$ cat src/include/rv_core_consts.svh
`ifndef RV_CORE_CONSTS_SVH
`define RV_CORE_CONSTS_SVH

// datapath and register file geometry
`define XLEN        64
`define REG_ADDR_W  5
`define NUM_REGS    32
`define SHAMT_W     6           // rv64 shift amount width

// first fetch address after reset
`define RESET_PC    64'h0000_0000_8000_0000

// major opcodes of the supported subset
`define OPC_OP      7'b0110011
`define OPC_OP_IMM  7'b0010011
`define OPC_LUI     7'b0110111
`define OPC_AUIPC   7'b0010111
`define OPC_SYSTEM  7'b1110011

`define EBREAK_INST 32'h0010_0073

`endif

$ cat src/verilog/int_regfile.sv
`include "rv_core_consts.svh"

module int_regfile (
    input  logic                   clk,
    input  logic                   rst_n,
    input  logic [`REG_ADDR_W-1:0] raddr1_i,
    input  logic [`REG_ADDR_W-1:0] raddr2_i,
    input  logic                   wen_i,
    input  logic [`REG_ADDR_W-1:0] waddr_i,
    input  logic [`XLEN-1:0]       wdata_i,
    output logic [`XLEN-1:0]       rdata1_o,
    output logic [`XLEN-1:0]       rdata2_o
);

    logic [`XLEN-1:0] regs [`NUM_REGS];

    always_ff @(posedge clk or negedge rst_n) begin
        if (!rst_n) begin
            for (int i = 0; i < `NUM_REGS; i++) begin
                regs[i] <= '0;
            end
        end else if (wen_i && waddr_i != '0) begin     // x0 never written
            regs[waddr_i] <= wdata_i;
        end
    end

    // async read, x0 forced to zero
    assign rdata1_o = (raddr1_i == '0) ? '0 : regs[raddr1_i];
    assign rdata2_o = (raddr2_i == '0) ? '0 : regs[raddr2_i];

endmodule

$ cat config.mk
export PLATFORM = sky130hd
export DESIGN_NAME = int_regfile
export DESIGN_NICKNAME = d
export VERILOG_FILES = /design/src/verilog/int_regfile.sv
export VERILOG_INCLUDE_DIRS = /design/src /design/src/include
export SDC_FILE = /design/constraint.sdc
export NUM_CORES = 2
export LEC_CHECK = 0
export ABC_CLOCK_PERIOD_IN_PS = 4500
export BUFFER_PORTS_ARGS = -buffer_cell sky130_fd_sc_hd__buf_2
export CAP_MARGIN = 20
export CORE_ASPECT_RATIO = 1.25
export CORE_UTILIZATION = 65
export DETAILED_ROUTE_END_ITERATION = 10
export GPL_TIMING_DRIVEN = 0
export PLACE_DENSITY_LB_ADDON = 0.2
export RECOVER_POWER = 100
export REMOVE_ABC_BUFFERS = 1
export SKIP_CTS_REPAIR_TIMING = 1
export SLEW_MARGIN = 15
export SYNTH_ARGS = -nofsm -noshare
export SYNTH_HDL_FRONTEND = slang
export SYNTH_SLANG_ARGS = --single-unit
export TNS_END_PERCENT = 50
$ cat constraint.sdc
create_clock -name clk -period 4.5 [get_ports clk]
set_input_delay 0.45 -clock clk [delete_from_list [all_inputs] [get_ports clk]]
set_output_delay 0.45 -clock clk [all_outputs]
set_load 0.05 [all_outputs]
==> metrics.md <==
| Metric | Value |
|---|---|
| Status | `finished with violations` |
| Failing checks | `max-capacitance violations, max-slew violations, negative setup slack` |
| Setup Slack @ Placement | `-0.212 ns` |
| Core Area | `166000 um2` |
| RePlAce Congestion | `0.764` |
| Worst path arrival time | `5.34 ns` |
| Yosys reg bits | `2048` |
| Worst R2R Setup Slack | `3.61 ns` |
| Clock skew | `0 ns` |
| Most common cell on crit path | `clkbuf_1` |
| Die Wd | `367 um` |
| Max Slew Vio Count | `1043` |
| Post-route setup TNS | `-3.68 ns` |
| Vias | `66.9k` |
| Max Root-Sink Buffers | `3` |
| Die ar. | `168000 um2` |
| Ratio of cells with drive above 1 in the final layout | `0.525` |
| Clock root cell | `clkbuf_16` |
| DRC | `0` |
| Final Hold Vio Count | `0` |
| Worst setup margin | `-0.117 ns` |
| Nets | `6856` |
| Gate Count Post-Synth | `6963` |
| MaxCap Viol Count | `43` |
| Avg Cell Area, Syn | `15.6 um2` |
| CTS Buf Count | `198` |
| WHS | `0.129 ns` |
| Total track usage | `0.373` |
| DR WL/cell | `33.8 um` |
| Slowest cell on the critical path | `clkbuf_1` |
| Period utilization | `1.03` |
| Leakage | `0.0517 uW` |
| Cell Rows | `167` |
| Worst-path clk slew | `0.06 ns` |
| FMAX | `217 MHz` |
| Worst min path class | `in2async` |
| Post-synthesis sequential area ratio | `0.473` |
| CTS tree | `yes` |
| Fin util | `0.712` |
| Fin crit period | `4.62 ns` |
| Final std cells w/o fill | `9153` |
| Distinct cells, synth | `48` |
| FILL cells | `10.4k` |
| P&R area growth vs syn | `8.85%` |
| Worst Setup End Kind | `flop` |
| GRT overflow | `0` |
| R2R Path Start | `regs[734]` |
| Die H | `459 um` |
| WS Path Type | `in2reg` |
| Worst Path Max Fanout | `20` |
| IO Count | `210` |
| R2r worst-path depth | `1` |
| Regs by FF count | `regs (2048)` |
| RSZ-0062 raised after global routing | `yes` |
| DR iter-0 viols | `6660` |
| Initial antenna violation count | `23` |
| Pwr/cell area | `457 nW/um2` |
| Initial Util | `0.654` |
| Worst setup SP type | `input port` |
| DR pass1 iterations | `5` |
| Vias in the first global route | `71.5k` |
| Final WL | `309000 um` |
| Worst-skew pair later-pin latency | `0.86 ns` |
| Final setup violation count | `76` |
| Worst endpoint required time | `5.22 ns` |
| IO Port Bufs | `209` |
| Detailed Place HPWL | `189000 um` |
| Cell Area, Synth | `108000 um2` |
| Synth warn | `0` |
| CTS Sinks | `2048` |
| CP peak stage delay | `1.80 ns` |
| Worst IR Drop VDD | `0.421 mV` |
| Critical register-to-register path endpoint | `regs[734]` |
| DR vias/cell | `7.31` |
| Slew margin rel. | `-1.12` |
| CTS H-tree lvls | `4` |
| Cell family contributing the most delay on the critical path | `buffers and inverters` |
| Detail Route Antenna Nets | `0` |
| Least-Margin Pin Slew | `3.18 ns` |
| Critical-path cell list | `clkbuf_1 -> nor3_1 -> nand2_1 -> clkbuf_1 -> clkbuf_2 -> buf_6 -> mux2_2` |
| DP Cell Count | `8766` |
| Largest net degree at the start of global routing | `154` |
| First-pass GRT wire length | `465000 um` |
| CP Buf/Inv Count | `4` |
| Biggest register | `regs` |
| Max reg flops | `2048` |
kinds of logic (layout without fill, tap and decap cells):
| group | Yosys count | in the layout | synth area share |
|---|---|---|---|
| multiplexers | 3510 | 3510 | 0.459 |
| flip-flops | 2048 | 2048 | 0.473 |
| buffers and inverters | 807 | 788 | 0.0328 |
| AO/OA/AOI/OAI | 328 | 328 | 0.0214 |
| AND/OR/NAND/NOR | 270 | 270 | 0.0141 |
| other | 0 | 12 | 0 |
through the flow:
stage          area [um2]  total power (uW)
6_report           118000             54000
5_1_grt            118000             56000
4_1_cts            121000             54100
3_5_place_dp       114000             36600
3_3_place_gp       109000             36800
2_1_floorplan      105000             32500
power breakdown:
| part | switching (uW) | internal (uW) |
|---|---|---|
| Clock | 7380 | 10200 |
| Sequential | 2610 | 21900 |
| Combinational | 5170 | 6720 |
| Total | 15200 | 38800 |
layout by cell type, fill, tap and decap left out, types with 11 or more instances in the layout:
cell,netlist,layout
a211o_1,13,13
a211oi_1,14,14
a21oi_1,13,13
a22o_1,11,11
a22oi_1,26,26
a31o_2,13,13
buf_16,0,48
buf_2,286,178
buf_8,0,11
bufinv_16,0,14
clkbuf_1,434,137
clkbuf_16,0,206
clkbuf_2,0,47
clkbuf_8,0,65
clkinv_2,0,36
dfrtp_1,2048,2048
diode_2,0,12
mux2_1,14,26
mux2_2,2008,1996
mux2i_1,520,520
mux4_2,968,968
nand2_1,40,38
nor2_1,30,30
nor2b_1,39,37
nor3_1,17,21
nor4_1,12,12
o221ai_1,12,12
o22a_1,17,17
o22ai_1,182,182
or2_1,71,69
area by class of cell:
cell class                 count  area, um2  share of cell area
antenna                       12       30.0            0.000254
clock buffer                 308       6150              0.0521
clock inverter                62        726             0.00615
multi-input combinational   4108      53700               0.455
sequential                  2048      51200               0.434
tap                         2197       2750              0.0233
timing repair buffer         418       3440              0.0291
worst max-delay path by stage:
stage,to,slack [ns],cells past startpoint,start
6_report,regs[1401],-0.12,7,waddr_i[4]
5_1_grt,rdata2_o[10],-0.08,9,raddr2_i[0]
3_5_place_dp,rdata1_o[54],-0.21,11,raddr1_i[0]
4_1_cts,rdata1_o[54],-0.22,11,raddr1_i[0]
2_1_floorplan,regs[576],0.07,4,waddr_i[3]
3_3_place_gp,regs[596],-41.57,1,rst_n
cell usage after synthesis (all sizes together):
cell type  instances  area [um2]
dfrtp           2048       51200
mux2            2022       22800
mux4             968       21800
mux2i            520        5200
clkbuf           434        1630
buf              373        1930
o22ai            182        1140
or2               74         463
nand2             40         150
nor2b             39         244
nor2              31         119
a22oi             26         195
nor3              21         125
o22a              17         149
a211oi            14         105
nand2b            14        87.6
a211o             13         114
a21oi             13        65.1
a31o              13         114
nor4              13        96.3
o221ai            12         105
a22o              11        96.3
a2111oi            9        78.8
and2               9        56.3
nand3              9        45.0
and3               5        31.3
o31ai              5        51.3
o211ai             4        30.0
o32ai              4        35.0
or3                4        25.0
or4                4        30.0
nand4b             3        26.3
nor3b              3        22.5
a221oi             2        17.5
a21o               1        7.51
nand4              1        6.26
o21ai              1        5.00
o41ai              1        8.76
routing by layer:
layer  global-route usage  routed length, um  vias to the layer above
li1                     -                  -                    26500
met1                0.484             114000                    36200
met2                0.602             151000                     3234
met3               0.0794              25500                      917
met4                0.186              17700                       16
met5                    0                 99                        -
Note: power is estimated with default switching activity, not from simulation.
