**config.mk**
```make
export PLATFORM = sky130hd
export DESIGN_NAME = pipe_ctrl
export DESIGN_NICKNAME = d
export VERILOG_FILES = /design/src/verilog/rv_core_pkg.sv /design/src/verilog/pipe_ctrl.sv
export VERILOG_INCLUDE_DIRS = /design/src /design/src/include
export SDC_FILE = /design/constraint.sdc
export NUM_CORES = 1
export LEC_CHECK = 0
export BUFFER_PORTS_ARGS = -buffer_cell sky130_fd_sc_hd__buf_2
export CAP_MARGIN = 20
export CORE_AREA = 2 2 116 118
export CTS_CLUSTER_DIAMETER = 100
export DETAILED_ROUTE_END_ITERATION = 7
export DIE_AREA = 0 0 118 120
export PLACE_DENSITY_LB_ADDON = 0.12
export SETUP_SLACK_MARGIN = 0.3
export SYNTH_ARGS = -nofsm -noshare
export SYNTH_HDL_FRONTEND = slang
export SYNTH_SLANG_ARGS = --single-unit
```
**constraint.sdc**
```tcl
create_clock -name clk -period 2.1 [get_ports clk]
set_input_delay 0.42 -clock clk [delete_from_list [all_inputs] [get_ports clk]]
set_output_delay 0.42 -clock clk [all_outputs]
set_load 0.005 [all_outputs]
```
**src/include/rv_core_consts.svh**
```systemverilog
`ifndef RV_CORE_CONSTS_SVH
`define RV_CORE_CONSTS_SVH

// datapath and register file geometry
`define XLEN        64
`define REG_ADDR_W  5
`define NUM_REGS    32
`define SHAMT_W     6           // rv64 shift amount width

// first fetch address after reset
`define RESET_PC    64'h0000_0000_8000_0000

// major opcodes of the supported subset
`define OPC_OP      7'b0110011
`define OPC_OP_IMM  7'b0010011
`define OPC_LUI     7'b0110111
`define OPC_AUIPC   7'b0010111
`define OPC_SYSTEM  7'b1110011

`define EBREAK_INST 32'h0010_0073

`endif

```
**src/verilog/rv_core_pkg.sv**
```systemverilog
`include "rv_core_consts.svh"

package rv_core_pkg;

    typedef enum logic [3:0] {
        ALU_ADD,
        ALU_SUB,
        ALU_AND,
        ALU_OR,
        ALU_XOR,
        ALU_SLL,
        ALU_SRL,
        ALU_SRA,
        ALU_SLT,
        ALU_SLTU,
        ALU_PASS_B              // lui just passes the immediate
    } alu_op_e;

    typedef enum logic [1:0] {
        FWD_REGFILE,
        FWD_FROM_EX,            // alu result of the instruction in ex
        FWD_FROM_WB             // registered result in writeback
    } fwd_sel_e;

    typedef struct packed {
        logic                   valid;
        logic [`XLEN-1:0]       pc;
        alu_op_e                alu_op;
        logic [`XLEN-1:0]       src1;   // operands after forwarding
        logic [`XLEN-1:0]       src2;
        logic [`REG_ADDR_W-1:0] rd;
        logic                   reg_wen;
        logic                   ebreak;
        logic                   illegal;
    } id_ex_t;

    typedef struct packed {
        logic                   valid;
        logic [`REG_ADDR_W-1:0] rd;
        logic                   reg_wen;
        logic [`XLEN-1:0]       data;
        logic                   ebreak;
        logic                   illegal;
    } ex_wb_t;

endpackage

```
**src/verilog/pipe_ctrl.sv**
```systemverilog
`include "rv_core_consts.svh"

module pipe_ctrl import rv_core_pkg::*; (
    input  logic                   clk,
    input  logic                   rst_n,
    input  logic                   inst_valid_i,
    input  logic                   ebreak_i,
    input  logic [`REG_ADDR_W-1:0] rs1_i,
    input  logic [`REG_ADDR_W-1:0] rs2_i,
    input  logic                   uses_rs1_i,
    input  logic                   uses_rs2_i,
    input  id_ex_t                 id_ex_i,
    input  ex_wb_t                 ex_wb_i,
    output logic                   issue_o,
    output fwd_sel_e               fwd_sel1_o,
    output fwd_sel_e               fwd_sel2_o,
    output logic                   halted_o
);

    logic halted_q;

    // once halted, strobes are dropped until reset
    assign issue_o  = inst_valid_i && !halted_q;
    assign halted_o = halted_q;

    always_ff @(posedge clk or negedge rst_n) begin
        if (!rst_n) begin
            halted_q <= 1'b0;
        end else if (issue_o && ebreak_i) begin
            halted_q <= 1'b1;
        end
    end

    // youngest producer wins, so ex is checked before wb
    function automatic fwd_sel_e pick_src(input logic [`REG_ADDR_W-1:0] rs,
                                          input logic                   uses);
        fwd_sel_e sel;
        sel = FWD_REGFILE;
        if (uses && rs != '0) begin
            if (id_ex_i.valid && id_ex_i.reg_wen && id_ex_i.rd == rs) begin
                sel = FWD_FROM_EX;
            end else if (ex_wb_i.valid && ex_wb_i.reg_wen && ex_wb_i.rd == rs) begin
                sel = FWD_FROM_WB;
            end
        end
        return sel;
    endfunction

    always_comb begin
        fwd_sel1_o = pick_src(rs1_i, uses_rs1_i);
        fwd_sel2_o = pick_src(rs2_i, uses_rs2_i);
    end

endmodule

```
==> metrics, run 1 <==
outcome=finished, final reports clean; asr flop ratio synth=100%; power density over cell area=161 nW/um^2; max FFs per register=1; min cycle time layout=1940 ps; Rel. slew slack=80.7%; IO Pins=300; number of I/O port buffers=35; Yosys reg bits=1; largest family of logic cells by synthesized area=XOR/XNOR gates; mux cell area share after synthesis=0%; cts hold-fix bufs=0; crit path launch type=input pin; global-route wire length before repair=3.20 mm; Flop pwr share=13.7%; Die H=120 um; reg2reg start=halted_o; number of global-route vias before repair=523; R2R depth=1; clock share of power=0%; Slew Viols, Final=0; share of the synthesized area in the top cell type=26.7%; post-synth cell types=11; Worst path max stage delay=530 ps; Post-layout nets=376; Layout area overhead=171%; DRT Wirelength=2.27 mm; grt ovf=0; Post-DRT Antenna Nets=0; WHS=196 ps; crit end category=output port; post-synthesis compound-gate area fraction=7.63%; setup TNS=0 ps; origin of the worst setup path=rs2_i[4]; Ys Warns=0; RSZ-0062 raised after global routing=yes; Pleak=0.296 nW; Netlist Area Pre-Place=328 sq um; Placer Congestion=0.610; Worst VDD drop=81.2 uV; Top cell by count, worst path=buf_6; Final Hold Viols=0; WL per Instance=8.79 um; Worst Skew=0 ps; Core Area=13000 sq um; simple-gate portion of the synthesized area=31.3%; Residual DRC=0; Pint=0.0857 mW; GRT Total Usage=3.03%; Avg Vias per Cell=1.81; Psw=0.0578 mW; max_cap viols=0; number of flops mapped to enable cells by yosys=0; crit-path cells=buf_6 -> buf_6 -> or4_4 -> o21ai_4 -> nor4_2 -> buf_2; non-filler instance count after layout=258; fin area=890 sq um; fin crit share=92.5%; share of layout cells above drive strength 1=63.7%; ys flop type=dfrtp_1; cell count after synthesis=40; Chip Width=118 um; crit-path max FO=2; CP required=1680 ps; min-delay worst type=input pin to async pin; Register-to-Register Setup Slack=1440 ps; sequential cell area fraction in the yosys report=7.63%; fill cell total of the finished layout=1539; Starting DRT DRC Count=6; Post-Syn Area per Cell=8.20 sq um; Commonest cells post-synth=xnor2_1 (10), xor2_1 (10), nand4_1 (4), nor3_1 (4), nor4_1 (4); largest net degree at the start of global routing=5; Synth Area in XOR/XNOR=53.4%; clock-pin slew on the worst setup and hold paths=0 ps; worst-margin pin slew=288 ps; num rows=42; top post-synthesis cells by area=xnor2_1 (27%), xor2_1 (27%), dfrtp_1 (7.6%); f_max=515 MHz; Synthesized Nets=334; Pre-Repair DR Iteration Count=3; Synth Area in Adders=0%; full die area=14200 sq um; worst reg2reg endpoint=halted_o; final setup violation count=0; area of placed instances=746 sq um; initial antenna violation count=4; combinational fraction of design power=86.3%; Net Sw Frac=40.3%; crit path DAT=1520 ps; total number of vias=468; kind of critical path=input pin to output port; Inst Count DP=254; Yosys top cell by area=xnor2_1; initial core utilization=2.53%; Worst-Skew Late Latency=0 ps; CP max-delay cell=or4_4
==> cells in the final DEF, fill, tap and decap left out <==
master   count
buf_6        8
nor3_1       1
or4_4        2
buf_4        4
xnor2_1     10
o21ai_4      2
xor2_1       9
diode_2      2
buf_2       26
nor4_2       3
nor2b_1      1
nor4_1       1
nand2_1      1
nor3_2       3
buf_8        2
dfrtp_1      1
xor2_2       1
a21o_1       1
nand4_1      4
==> power by group through the flow <==
stage / logic [mW] / clock network (mW) / registers [mW]
floorplan: 0.0383 / 0 / 0.0196
global placement: 0.101 / 0 / 0.0196
detailed placement: 0.100 / 0 / 0.0196
CTS: 0.121 / 0 / 0.0196
global route: 0.135 / 0.0000000636 / 0.0196
finish: 0.124 / 0.000000127 / 0.0196
==> cell type report <==
type	count	area, sq um	area share [%]
antenna	2	5.00	0.563
tap	176	220	24.8
timing repair buffer	40	280	31.5
sequential	1	25.0	2.81
multi-input combinational	39	359	40.4
==> worst max-delay path: cells and delay by family <==
| family | cells | cell delay [ps] |
|---|---|---|
| buffers and inverters | 3 | 350 |
| AND/OR/NAND/NOR | 2 | 600 |
| AO/OA/AOI/OAI | 1 | 160 |
==> worst max path at each step <==
stage / to
finish: fwd_sel2_o[0]
global route: fwd_sel2_o[0]
CTS: fwd_sel2_o[0]
detailed placement: fwd_sel2_o[1]
global placement: fwd_sel2_o[1]
floorplan: fwd_sel1_o[1]
==> what timing repair did <==
action	CTS	global route
hold endpoints to repair	0	0
gates resized for setup	21	8
pin swaps	13	12
setup endpoints to repair	4	4
buffers inserted	2	0
==> logic make-up (layout without fill, tap and decap cells) <==
family,after synthesis,in the layout
compound gates,3,3
xor+xnor,20,20
buf+inv,0,40
flops,1,1
other cells,0,2
simple gates,16,16
==> through the flow <==
step                setup WS, ps  utilization [%]  power (mW)
floorplan                    549                -      0.0579
global placement            33.3             5.75       0.120
detailed placement          56.4             5.75       0.120
CTS                          118             6.55       0.141
finish                       157             6.85       0.144
global route                 121             6.83       0.155
==> routing by layer <==
| layer | part of all wire [%] | global-route usage, % | routed length [um] |
|---|---|---|---|
| met1 | 39 | 3.36 | 887 |
| met2 | 48 | 5.49 | 1090 |
| met3 | 11 | 1.57 | 258 |
| met4 | 0.088 | 0 | 2 |
| met5 | 1.2 | 0 | 27 |
(Power assumes the default switching activity.)
==> run 2: changes to the inputs <==
--- a/config.mk
+++ b/config.mk
@@ -8,8 +8,10 @@
 export LEC_CHECK = 0
 export BUFFER_PORTS_ARGS = -buffer_cell sky130_fd_sc_hd__buf_2
 export CAP_MARGIN = 20
+export CELL_PAD_IN_SITES_DETAIL_PLACEMENT = 1
+export CELL_PAD_IN_SITES_GLOBAL_PLACEMENT = 1
 export CORE_AREA = 2 2 116 118
-export CTS_CLUSTER_DIAMETER = 100
+export CTS_CLUSTER_DIAMETER = 40
 export DETAILED_ROUTE_END_ITERATION = 7
 export DIE_AREA = 0 0 118 120
 export PLACE_DENSITY_LB_ADDON = 0.12
==> metrics, run 2 (synthesis gave the netlist of run 1 again) <==
min-delay worst type=input pin to async pin; cts hold-fix bufs=0; initial antenna violation count=0; max FFs per register=1; initial core utilization=2.53%; number of I/O port buffers=35; worst slack, placed=-164 ps; total number of vias=466; crit-path max FO=3; most common cell after layout, fill and taps aside=buf_2; Pleak=0.334 nW; crit end category=output port; outcome=finished, final reports clean; power density over cell area=160 nW/um^2; Chip Width=118 um; share of layout cells above drive strength 1=70.2%; Final Hold Viols=0; Avg Vias per Cell=1.79; fill cell total of the finished layout=1560; fin area=966 sq um; Starting DRT DRC Count=8; most frequent cells in the layout=buf_2 (24), buf_4 (11), xnor2_1 (8), xor2_1 (8), buf_6 (6); Rel. slew slack=76.4%; crit path launch type=input pin; Core Area=13000 sq um; Inst Count DP=258; Worst VDD drop=72.5 uV; Placer Congestion=0.741; WL per Instance=8.36 um; Pre-Repair DR Iteration Count=2; full die area=14200 sq um; fin crit share=94.3%; GRT Total Usage=3.03%; area of placed instances=776 sq um; worst-margin pin slew=353 ps; max_cap viols=0; number of global-route vias before repair=586; Slew Viols, Final=0; f_max=505 MHz; crit path DAT=1560 ps; diodes inserted=0; DRT Wirelength=2.17 mm; Final Core Density=7.44%; setup ws final=119 ps; final setup violation count=0; Post-layout nets=380; Post-DRT Antenna Nets=0; IO Pins=300; Worst-Skew Late Latency=0 ps; Layout area overhead=195%; non-filler instance count after layout=260; global-route wire length before repair=3.39 mm; largest net degree at the start of global routing=5; num rows=42; Worst Skew=0 ps; Power Total=0.155 mW; RSZ-0062 raised after global routing=yes; kind of critical path=input pin to output port; min cycle time layout=1980 ps; Die H=120 um; clock-pin slew on the worst setup and hold paths=0 ps; CP required=1680 ps; grt ovf=0; Residual DRC=0
==> run 2: area by class of cell <==
class | instances | area [sq um] | area share [%]
multi-input cells | 39 | 405 | 42.0
flip-flops and latches | 1 | 25.0 | 2.59
well taps | 176 | 220 | 22.8
repair buffers | 44 | 315 | 32.6
==> run 2: timing repair <==
action	in CTS	in global routing
hold endpoints to repair	0	0
endpoints found under the setup margin	4	4
pin swaps	13	7
setup buffers	2	0
gates resized for setup	23	12
==> run 2: per-stage QoR <==
| step | TNS [ps] | hold WS (ps) |
|---|---|---|
| global route | -46.4 | 206 |
| floorplan | 0 | 124 |
| global placement | -313 | 195 |
| detailed placement | -268 | 200 |
| CTS | 0 | 200 |
| finish | 0 | 198 |
==> run 2: metal layers <==
layer,up-vias,track usage (%),routed length (um),share of wire [%]
met2,25,5.67,1080,50
li1,235,-,-,-
met1,206,3.93,961,44
met4,0,0,0,0
met3,0,0.380,128,5.9
met5,-,0,0,0
==> run 2: worst paths after layout <==
kind / slack, ps / end / startpoint / depth (start not counted)
min in group clk: 470 / halted_o / halted_o / 1
min reg2reg: 470 / halted_o / halted_o / 1
min: 200 / halted_o / rst_n / 1
max: 120 / fwd_sel2_o[1] / rs2_i[4] / 8
max in group asynchronous: 1810 / halted_o / rst_n / 1
max reg2reg: 1460 / halted_o / halted_o / 1
==> run 2: power by group <==
group / total, mW / switching [mW] / internal [mW]
Sequential: 0.0196 / 0.0000000257 / 0.0196
Clock: 0 / 0 / 0
Combinational: 0.135 / 0.0636 / 0.0713
Total: 0.155 / 0.0636 / 0.0909
==> run 2: critical path, cell delays in order <==
cell     delay, ps
buf_2          130
buf_4          130
xnor2_1        120
nand4_1        190
nor3_2         250
nor3_2          80
buf_4          140
buf_6          100
