`src/include/rv_core_consts.svh`:
```
`ifndef RV_CORE_CONSTS_SVH
`define RV_CORE_CONSTS_SVH

// datapath and register file geometry
`define XLEN        64
`define REG_ADDR_W  5
`define NUM_REGS    32
`define SHAMT_W     6           // rv64 shift amount width

// first fetch address after reset
`define RESET_PC    64'h0000_0000_8000_0000

// major opcodes of the supported subset
`define OPC_OP      7'b0110011
`define OPC_OP_IMM  7'b0010011
`define OPC_LUI     7'b0110111
`define OPC_AUIPC   7'b0010111
`define OPC_SYSTEM  7'b1110011

`define EBREAK_INST 32'h0010_0073

`endif

```
`src/verilog/rv_core_pkg.sv`:
```
`include "rv_core_consts.svh"

package rv_core_pkg;

    typedef enum logic [3:0] {
        ALU_ADD,
        ALU_SUB,
        ALU_AND,
        ALU_OR,
        ALU_XOR,
        ALU_SLL,
        ALU_SRL,
        ALU_SRA,
        ALU_SLT,
        ALU_SLTU,
        ALU_PASS_B              // lui just passes the immediate
    } alu_op_e;

    typedef enum logic [1:0] {
        FWD_REGFILE,
        FWD_FROM_EX,            // alu result of the instruction in ex
        FWD_FROM_WB             // registered result in writeback
    } fwd_sel_e;

    typedef struct packed {
        logic                   valid;
        logic [`XLEN-1:0]       pc;
        alu_op_e                alu_op;
        logic [`XLEN-1:0]       src1;   // operands after forwarding
        logic [`XLEN-1:0]       src2;
        logic [`REG_ADDR_W-1:0] rd;
        logic                   reg_wen;
        logic                   ebreak;
        logic                   illegal;
    } id_ex_t;

    typedef struct packed {
        logic                   valid;
        logic [`REG_ADDR_W-1:0] rd;
        logic                   reg_wen;
        logic [`XLEN-1:0]       data;
        logic                   ebreak;
        logic                   illegal;
    } ex_wb_t;

endpackage

```
`src/verilog/inst_decoder.sv`:
```
`include "rv_core_consts.svh"

module inst_decoder import rv_core_pkg::*; (
    input  logic [31:0]             inst_i,
    input  logic [`XLEN-1:0]        pc_i,
    output alu_op_e                 alu_op_o,
    output logic [`REG_ADDR_W-1:0]  rs1_o,
    output logic [`REG_ADDR_W-1:0]  rs2_o,
    output logic [`REG_ADDR_W-1:0]  rd_o,
    output logic                    uses_rs1_o,
    output logic                    uses_rs2_o,
    output logic [`XLEN-1:0]        imm_o,
    output logic                    src1_pc_o,
    output logic                    src2_imm_o,
    output logic                    reg_wen_o,
    output logic                    ebreak_o,
    output logic                    illegal_o
);

    logic [6:0]       opcode;
    logic [2:0]       funct3;
    logic [6:0]       funct7;
    logic [`XLEN-1:0] imm_i_type;
    logic [`XLEN-1:0] imm_u_type;

    assign opcode = inst_i[6:0];
    assign funct3 = inst_i[14:12];
    assign funct7 = inst_i[31:25];

    assign rs1_o = inst_i[19:15];
    assign rs2_o = inst_i[24:20];
    assign rd_o  = inst_i[11:7];

    assign imm_i_type = {{(`XLEN-12){inst_i[31]}}, inst_i[31:20]};
    assign imm_u_type = {{(`XLEN-32){inst_i[31]}}, inst_i[31:12], 12'b0};

    assign imm_o = (opcode == `OPC_LUI || opcode == `OPC_AUIPC) ? imm_u_type : imm_i_type;

    always_comb begin
        alu_op_o   = ALU_ADD;
        uses_rs1_o = 1'b0;
        uses_rs2_o = 1'b0;
        src1_pc_o  = 1'b0;
        src2_imm_o = 1'b0;
        reg_wen_o  = 1'b0;
        ebreak_o   = 1'b0;
        illegal_o  = 1'b0;
        case (opcode)
            `OPC_OP: begin
                uses_rs1_o = 1'b1;
                uses_rs2_o = 1'b1;
                reg_wen_o  = 1'b1;
                case ({funct7, funct3})
                    {7'b0000000, 3'b000}: alu_op_o = ALU_ADD;
                    {7'b0100000, 3'b000}: alu_op_o = ALU_SUB;
                    {7'b0000000, 3'b001}: alu_op_o = ALU_SLL;
                    {7'b0000000, 3'b010}: alu_op_o = ALU_SLT;
                    {7'b0000000, 3'b011}: alu_op_o = ALU_SLTU;
                    {7'b0000000, 3'b100}: alu_op_o = ALU_XOR;
                    {7'b0000000, 3'b101}: alu_op_o = ALU_SRL;
                    {7'b0100000, 3'b101}: alu_op_o = ALU_SRA;
                    {7'b0000000, 3'b110}: alu_op_o = ALU_OR;
                    {7'b0000000, 3'b111}: alu_op_o = ALU_AND;
                    default:              illegal_o = 1'b1;
                endcase
            end
            `OPC_OP_IMM: begin
                uses_rs1_o = 1'b1;
                src2_imm_o = 1'b1;
                reg_wen_o  = 1'b1;
                case (funct3)
                    3'b000: alu_op_o = ALU_ADD;
                    3'b010: alu_op_o = ALU_SLT;
                    3'b011: alu_op_o = ALU_SLTU;
                    3'b100: alu_op_o = ALU_XOR;
                    3'b110: alu_op_o = ALU_OR;
                    3'b111: alu_op_o = ALU_AND;
                    3'b001: begin           // slli, 6-bit shamt
                        alu_op_o  = ALU_SLL;
                        illegal_o = (inst_i[31:26] != 6'b000000);
                    end
                    default: begin          // srli / srai
                        alu_op_o  = inst_i[30] ? ALU_SRA : ALU_SRL;
                        illegal_o = ({inst_i[31], inst_i[29:26]} != 5'b00000);
                    end
                endcase
            end
            `OPC_LUI: begin
                alu_op_o   = ALU_PASS_B;
                src2_imm_o = 1'b1;
                reg_wen_o  = 1'b1;
            end
            `OPC_AUIPC: begin
                src1_pc_o  = 1'b1;
                src2_imm_o = 1'b1;
                reg_wen_o  = 1'b1;
            end
            `OPC_SYSTEM: begin
                ebreak_o  = (inst_i == `EBREAK_INST);
                illegal_o = (inst_i != `EBREAK_INST);
            end
            default: illegal_o = 1'b1;
        endcase
        // a fetch address off a word boundary cannot hold a valid instruction
        if (pc_i[1:0] != 2'b00) begin
            illegal_o = 1'b1;
            ebreak_o  = 1'b0;
        end
        if (illegal_o) begin
            reg_wen_o = 1'b0;
        end
    end

endmodule

```
`config.mk`:
```
export PLATFORM = sky130hd
export DESIGN_NAME = inst_decoder
export DESIGN_NICKNAME = d
export VERILOG_FILES = /design/src/verilog/rv_core_pkg.sv /design/src/verilog/inst_decoder.sv
export VERILOG_INCLUDE_DIRS = /design/src /design/src/include
export SDC_FILE = /design/constraint.sdc
export NUM_CORES = 1
export LEC_CHECK = 0
export ABC_AREA = 1
export BUFFER_PORTS_ARGS = -buffer_cell sky130_fd_sc_hd__buf_2
export CORE_MARGIN = 10
export CORE_UTILIZATION = 26
export DETAILED_ROUTE_END_ITERATION = 7
export PLACE_DENSITY_LB_ADDON = 0.05
export SYNTH_ARGS = -nofsm -noshare
export SYNTH_HDL_FRONTEND = slang
export SYNTH_SLANG_ARGS = --single-unit
```
`constraint.sdc`:
```
create_clock -name vclk -period 1.05
set_clock_uncertainty 0.05 [all_clocks]
set_input_delay 0.105 -clock vclk [all_inputs]
set_output_delay 0.105 -clock vclk [all_outputs]
set_load 0.02 [all_outputs]
```
==> results of run 1 <==
[area by class of cell]
| class | count | area (um2) | area share |
|---|---|---|---|
| well taps | 67 | 83.8 | 0.0290 |
| multi-input cells | 135 | 1060 | 0.366 |
| repair buffers | 189 | 1540 | 0.535 |
| inverters | 38 | 170 | 0.0590 |
| repair inverters | 2 | 31.3 | 0.0108 |
[final timing paths]
kind | from | cells after the start | endpoint | slack, ps
max | inst_i[1] | 9 | imm_o[25] | -280
min | inst_i[18] | 2 | rs1_o[3] | 390
[power by group through the flow]
stage,Sequential [uW],Combinational [uW],Clock (uW)
final,0,1120,0
after global routing,0,1200,0
after CTS,0,1030,0
after detailed placement,0,870,0
after global placement,0,870,0
after floorplan,0,593,0
[through the flow]
step / setup slack (ps) / power (uW) / area, um2 / cells / setup TNS [ps]
4_1_cts: -270 / 1030 / 2580 / 423 / -7850
2_1_floorplan: -53.1 / 593 / 1420 / 226 / -1160
3_3_place_gp: -361 / 870 / 2090 / 414 / -10000
6_report: -278 / 1120 / 2890 / 431 / -7850
5_1_grt: -345 / 1200 / 2890 / 431 / -9700
3_5_place_dp: -371 / 870 / 2090 / 414 / -9850
[Yosys cell counts (all sizes together)]
master	instances
nand2	42
nand3b	1
inv	38
o21ai	21
nor2	43
nand3	12
o211ai	2
nor4	1
buf	53
nand4	6
nor3	4
o31ai	1
or2	1
and3	1
[timing repair]
| item | CTS | global route |
|---|---|---|
| cloned | 2 | 1 |
| gates resized for setup | 116 | 62 |
| pin swaps | 18 | 6 |
| endpoints found under the setup margin | 42 | 42 |
| buffers inserted | 7 | 8 |
[cell usage in the layout, fill, tap and decap left out, types with 2 or more instances in the layout]
master / n
o21ai_2: 2
buf_6: 46
nand2_1: 33
o21ai_0: 2
nor2_1: 15
nand3_2: 7
buf_2: 73
buf_8: 7
nand2_2: 7
nor2_4: 14
nand4_1: 6
buf_12: 5
nor3_2: 3
nor2_2: 13
inv_1: 26
buf_4: 56
inv_2: 6
o211ai_1: 2
o21ai_4: 17
inv_4: 4
nand3_1: 4
[kinds of logic after synthesis]
group / synth area share
and+or+nand+nor: 0.394
AOI/OAI and AO/OA: 0.155
buffers and inverters: 0.451
[routing by layer]
layer	GRT usage	up-vias	part of all wire
li1	-	938	-
met1	0.141	793	0.38
met2	0.228	74	0.51
met3	0.0271	2	0.098
met4	0.0145	0	0.0050
met5	0	-	0
==> results.ini, run 1 <==
[run_status]
status = finished with violations
violations = negative setup slack

[worst_setup_path]
path_common_cell = buf_12
worstPathMaxFanout = 5
worstPathCellList = buf_8 > nand2_8 > nor2_4 > and3_4 > inv_6 > buf_12 > buf_12 > o21ai_4 > buf_6
cp_top_family = buffers and inverters
critPathBufInv = 5
cp_slowest_stage_delay_ps = 250
crit_type = in2out
cp.arrival_ps = 1170
crit_slowest_cell = and3_4
end_kind = output port
critPathRequiredTime_ps = 890
startpoint_type = input port

[grt]
grt_pass1_wl_mm = 8.13
grt_max_degree = 34
grt_pass1_vias = 1725
antenna_found_initial = 0
grt_overflow = 0
gr-usage-all-layers = 0.122

[timing]
worst_slack_ps = -278
setup_viol = 42
post-route-period-util = 1.26
holdWs_ps = 394
slew_headroom = 0.830
drv_slew = 0
fin_crit_ps = 1330
rsz0062_at_grt = yes
timing.fmax_mhz = 753
hold_viol = 0
worstMarginPinSlew_ps = 252

[cts]
ctsHoldBuffers = 0

[finish]
num-fill-cells = 428
n_clock_buffer = 0
nets = 462
antennaDiodeCount = 0
fin_util = 0.611
n_sequential_cell = 0
area_growth_pct = 129
drive_gt1_frac = 0.750
seqCellArea_um2 = 0

[drt]
drtAntennaViolNets = 0
wirelength_mm = 5.78
wl_per_cell_um = 13.4
via_count = 1807
vias_per_cell = 4.19
firstDrtPassIters = 5
drc = 0
first_iter_violations = 38

[floorplanning]
die-area_mm2 = 0.00804
dieHeight_um = 89.6
start_util = 0.267
rows = 25
fp.dieW_um = 89.6
io_pins = 186
core_area_mm2 = 0.00472

[yosys]
synth_top_area_cell = buf_4
ys_seq_area_frac = 0
synth_cell_type_count = 24
ys_top_cells_by_area = buf_4, nand2_1, o21ai_2, nor2_1, inv_1
synth_area_mm2 = 0.00126
netlist.area_leader.share = 0.286
yosysWarnings = 0
synth_nets = 322
postSynthCellCount = 226
syn_avg_cell_area_um2 = 5.58

[pwr]
leakage_uw = 0.00147
pwr-share-clk = 0
p_int_uw = 505
comb_power_share = 1.000
seq_power_share = 0
swShare = 0.549
peakVddDrop_uv = 192
switching_power_uw = 614
powerDensity_mw_per_mm2 = 388

[flow_run]
cap_violations = 0

[placed_design]
gp_congestion = 0.798
dp_hpwl_mm = 4.62
port-buffer-count = 124

[hold_path]
hold_class = in2out

Power figures use the tool's default switching activity.
==> run 2, diff against run 1 <==
- CORE_UTILIZATION: 26 -> 31
==> run 2 against run 1 <==
Effect of this change:
- the flow still finishes with violations (negative setup slack)
- critical endpoint is now imm_o[23]
- clock-buffer cell count is the same
- sequential share of layout area is the same
- largest cell class unchanged
- flip-flop and latch count unchanged
- largest power group unchanged
- global-route usage grew 2.3 points
- critical path depth is the same
==> results.ini, run 2 (synthesis gave the netlist of run 1 again) <==
[floorplanning]
fp.dieW_um = 83.8
dieHeight_um = 83.8
start_util = 0.318
rows = 23
io_pins = 186
die-area_mm2 = 0.00702
core_area_mm2 = 0.00397

[worst_setup_path]
critPathBufInv = 6
critPathRequiredTime_ps = 890
end_kind = output port
startpoint_type = input port
cp_top_family = buffers and inverters
cp.arrival_ps = 1180
worstPathMaxFanout = 5
crit_type = in2out
cp_slowest_stage_delay_ps = 190
worstPathCellList = buf_8 > buf_6 > and3_4 > buf_8 > nor2_8 > buf_12 > inv_12 > o21ai_4 > buf_6
crit_slowest_cell = and3_4

[finish]
fin_area_mm2 = 0.00295
drive_gt1_frac = 0.778
layout_commonest_cell = buf_2
n_sequential_cell = 0
area_growth_pct = 134
n_clock_buffer = 0
final_cells = 406
nets = 454
antennaDiodeCount = 0
seqCellArea_um2 = 0
num-fill-cells = 295
layout_common_cells = buf_2, buf_6, buf_4

[placed_design]
dp_hpwl_mm = 4.40
place_ws_ps = -366
gp_congestion = 0.938
placed_area_mm2 = 0.00202
place_inst = 391
port-buffer-count = 124

[drt]
wl_per_cell_um = 15.5
firstDrtPassIters = 4
via_count = 1874
vias_per_cell = 4.62
first_iter_violations = 75
drc = 0
wirelength_mm = 6.28
drtAntennaViolNets = 0

[grt]
gr-usage-all-layers = 0.145
antenna_found_initial = 0
grt_max_degree = 34
grt_pass1_vias = 1910
grt_overflow = 0
grt_pass1_wl_mm = 9.05

[hold_path]
hold_start = inst_i[23]
min_to = rs2_o[3]
min_path_cells = 2
hold_class = in2out

[timing]
worstMarginPinSlew_ps = 228
slew_headroom = 0.847
worst_slack_ps = -289
rsz0062_at_grt = yes
drv_slew = 0
setup_viol = 42
fin_tns_setup_ps = -9190
timing.fmax_mhz = 747
holdWs_ps = 385
fin_crit_ps = 1340
hold_viol = 0
post-route-period-util = 1.28

[pwr]
peakVddDrop_uv = 205
powerDensity_mw_per_mm2 = 404
switching_power_uw = 658
p_int_uw = 535
leakage_uw = 0.00146
pwr-share-clk = 0
seq_power_share = 0
comb_power_share = 1.000
swShare = 0.551

[flow_run]
cap_violations = 0

[run_status]
status = finished with violations
violations = negative setup slack

[cts]
ctsHoldBuffers = 0

-- run 2: cell count changes in the layout (fill, tap and decap cells not counted), moves of 3 or more --
| cell | before | now |
|---|---|---|
| buf_4 | 56 | 45 |
| nor2_4 | 14 | 19 |
| inv_2 | 6 | 9 |
| nand2_1 | 33 | 30 |
| buf_2 | 73 | 66 |
| inv_1 | 26 | 22 |
| buf_6 | 46 | 55 |
| nor2_1 | 15 | 10 |
-- run 2: worst max path at each step --
stage | start | to | slack (ps) | depth (start not counted)
floorplan | inst_i[0] | imm_o[20] | -50 | 8
CTS | inst_i[1] | imm_o[17] | -230 | 10
global placement | inst_i[13] | reg_wen_o | -340 | 11
detailed placement | inst_i[27] | reg_wen_o | -370 | 9
global route | inst_i[26] | illegal_o | -340 | 8
finish | inst_i[2] | imm_o[23] | -290 | 9
-- run 2: timing repair --
action / CTS / global route
resized for setup: 130 / 90
buffers inserted: 8 / 2
setup endpoints to repair: 41 / 42
gates cloned: 4 / 1
pin swaps: 31 / 21
-- run 2: power groups by stage --
stage / sequential [uW] / combinational, uW / clock (uW)
after CTS: 0 / 1060 / 0
final: 0 / 1190 / 0
after floorplan: 0 / 593 / 0
after global routing: 0 / 1260 / 0
after global placement: 0 / 860 / 0
after detailed placement: 0 / 859 / 0
-- run 2: routing by layer --
metal | up-vias | share of wire | global-route usage
met4 | 0 | 0.0062 | 0.00761
met5 | - | 0 | 0
li1 | 922 | - | -
met1 | 862 | 0.38 | 0.161
met2 | 86 | 0.52 | 0.265
met3 | 4 | 0.096 | 0.0547
-- run 2: area by class of cell --
type                       count  area [um2]  share of cell area
inverter                      38         178              0.0601
multi-input combinational    135        1130               0.382
tap                           50        62.6              0.0212
timing repair buffer         180        1540               0.521
timing repair inverter         3        43.8              0.0148
-- run 2: metrics by stage --
| stage | util | total power, uW |
|---|---|---|
| finish | 0.744 | 1190 |
| floorplan | - | 593 |
| global route | 0.744 | 1260 |
| CTS | 0.649 | 1060 |
| detailed placement | 0.509 | 859 |
| global placement | 0.509 | 860 |
==> run 3, diff against run 2 <==
- CELL_PAD_IN_SITES_DETAIL_PLACEMENT: default -> 1
- CELL_PAD_IN_SITES_GLOBAL_PLACEMENT: default -> 1
- CORE_UTILIZATION: 31 -> 17
==> run 3 against run 2 <==
Effect of this change:
- the run still ends with negative setup slack left
- highest routed layer is now met3
- via count shrank 3.6%
- hold slack better by 12 ps
- critical path type unchanged
- critical path depth is the same
- non-clock buffer count unchanged
- first-iteration DRC count shrank 55%
- combinational power fell by 4%
- wire length is 5.0% higher
- sequential share of layout area unchanged
- die area increased by 60%
- critical endpoint is now reg_wen_o
- worst setup slack lost 11 ps
- clock-buffer cell count stayed put
==> results.ini, run 3 (synthesis gave the netlist of run 1 again) <==
[timing]
post-route-period-util = 1.29
slew_headroom = 0.841
worstMarginPinSlew_ps = 237
drv_slew = 0
holdWs_ps = 396
timing.fmax_mhz = 741
rsz0062_at_grt = yes
setup_viol = 41
hold_viol = 0
worst_slack_ps = -300
fin_crit_ps = 1350

[grt]
grt_max_degree = 34
gr-usage-all-layers = 0.108
grt_overflow = 0
grt_pass1_vias = 2002
antenna_found_initial = 0
grt_pass1_wl_mm = 10.3

[floorplanning]
rows = 31
dieHeight_um = 106
die-area_mm2 = 0.0113
core_area_mm2 = 0.00721
fp.dieW_um = 106
io_pins = 186
start_util = 0.175

[drt]
first_iter_violations = 34
vias_per_cell = 3.99
drc = 0
wl_per_cell_um = 14.6
firstDrtPassIters = 4
drtAntennaViolNets = 0
via_count = 1806
wirelength_mm = 6.60

[hold_path]
hold_start = inst_i[18]
min_path_cells = 2
hold_class = in2out

[worst_setup_path]
crit_end = reg_wen_o
critPathRequiredTime_ps = 890
startpoint_type = input port
crit_type = in2out
end_kind = output port
cp.arrival_ps = 1200
startpoint = inst_i[27]
worstPathMaxFanout = 4

[finish]
area_growth_pct = 133
layout_common_cells = buf_2, buf_6, buf_4
fin_area_mm2 = 0.00293
nets = 452
n_sequential_cell = 0
antennaDiodeCount = 0
num-fill-cells = 898
seqCellArea_um2 = 0
n_clock_buffer = 0
layout_commonest_cell = buf_2
drive_gt1_frac = 0.766
multi_input_area_mm2 = 0.00112

[placed_design]
dp_hpwl_mm = 5.52
placed_area_mm2 = 0.00212
gp_congestion = 0.762
port-buffer-count = 124
place_ws_ps = -426

[pwr]
powerDensity_mw_per_mm2 = 390
leakage_uw = 0.00142
peakVddDrop_uv = 109

[run_status]
status = finished with violations
violations = negative setup slack

[flow_run]
cap_violations = 0

[cts]
ctsHoldBuffers = 0

## run 3: cell count changes in the layout (fill, tap and decap cells not counted), moves of 3 or more
| cell | change |
|---|---|
| o21ai_4 | +3 |
| nor2_2 | -4 |
| o21ai_2 | -3 |
| nor2_1 | +4 |
## run 3: worst min-delay path by stage
stage                     slack [ps]   endpoint
final                            400   rs1_o[3]
after global routing             410   rs1_o[3]
after CTS                        400   rs1_o[3]
after detailed placement         400   rs1_o[3]
after global placement           400   rs1_o[3]
after floorplan                  190  src1_pc_o
## run 3: metal layers
metal  up-vias  routed length (um)  track usage
li1        912                   -            -
met1       825                2510        0.120
met2        69                3370        0.200
met3         0                 714       0.0453
met4         0                   0            0
met5         -                   0            0
## run 3: repair_timing
action                     in CTS  in global routing
gates resized for setup       181                 32
pin swaps                      22                 17
setup buffers                   5                  3
setup endpoints to repair      42                 42
gates cloned                    3                  0
## run 3: worst max-delay path, cell delays in order
cell	delay, ps
buf_6	100
nor2_4	190
nand4_1	150
nand2_1	90
nor2_1	40
nor2_1	160
nand3_2	120
nor2_4	100
buf_6	120
## run 3: layout make-up
class                           count  share of cell area
Timing Repair inverter              1             0.00384
Multi-Input combinational cell    135               0.383
Inverter                           38              0.0614
Timing Repair Buffer              180               0.509
Tap cell                           99              0.0422
## run 3: where the power goes
group | internal (uW) | total (uW) | switching [uW]
registers | 0 | 0 | 0
clock network | 0 | 0 | 0
logic | 508 | 1140 | 634
total | 508 | 1140 | 634
## run 3: per-stage QoR
stage | utilization | power [uW] | TNS (ps) | std cells
2_1_floorplan | - | 593 | -1160 | 226
3_3_place_gp | 0.294 | 889 | -11450 | 445
3_5_place_dp | 0.294 | 890 | -11460 | 445
4_1_cts | 0.391 | 1120 | -8050 | 452
5_1_grt | 0.407 | 1230 | -9730 | 453
6_report | 0.407 | 1140 | -7320 | 453
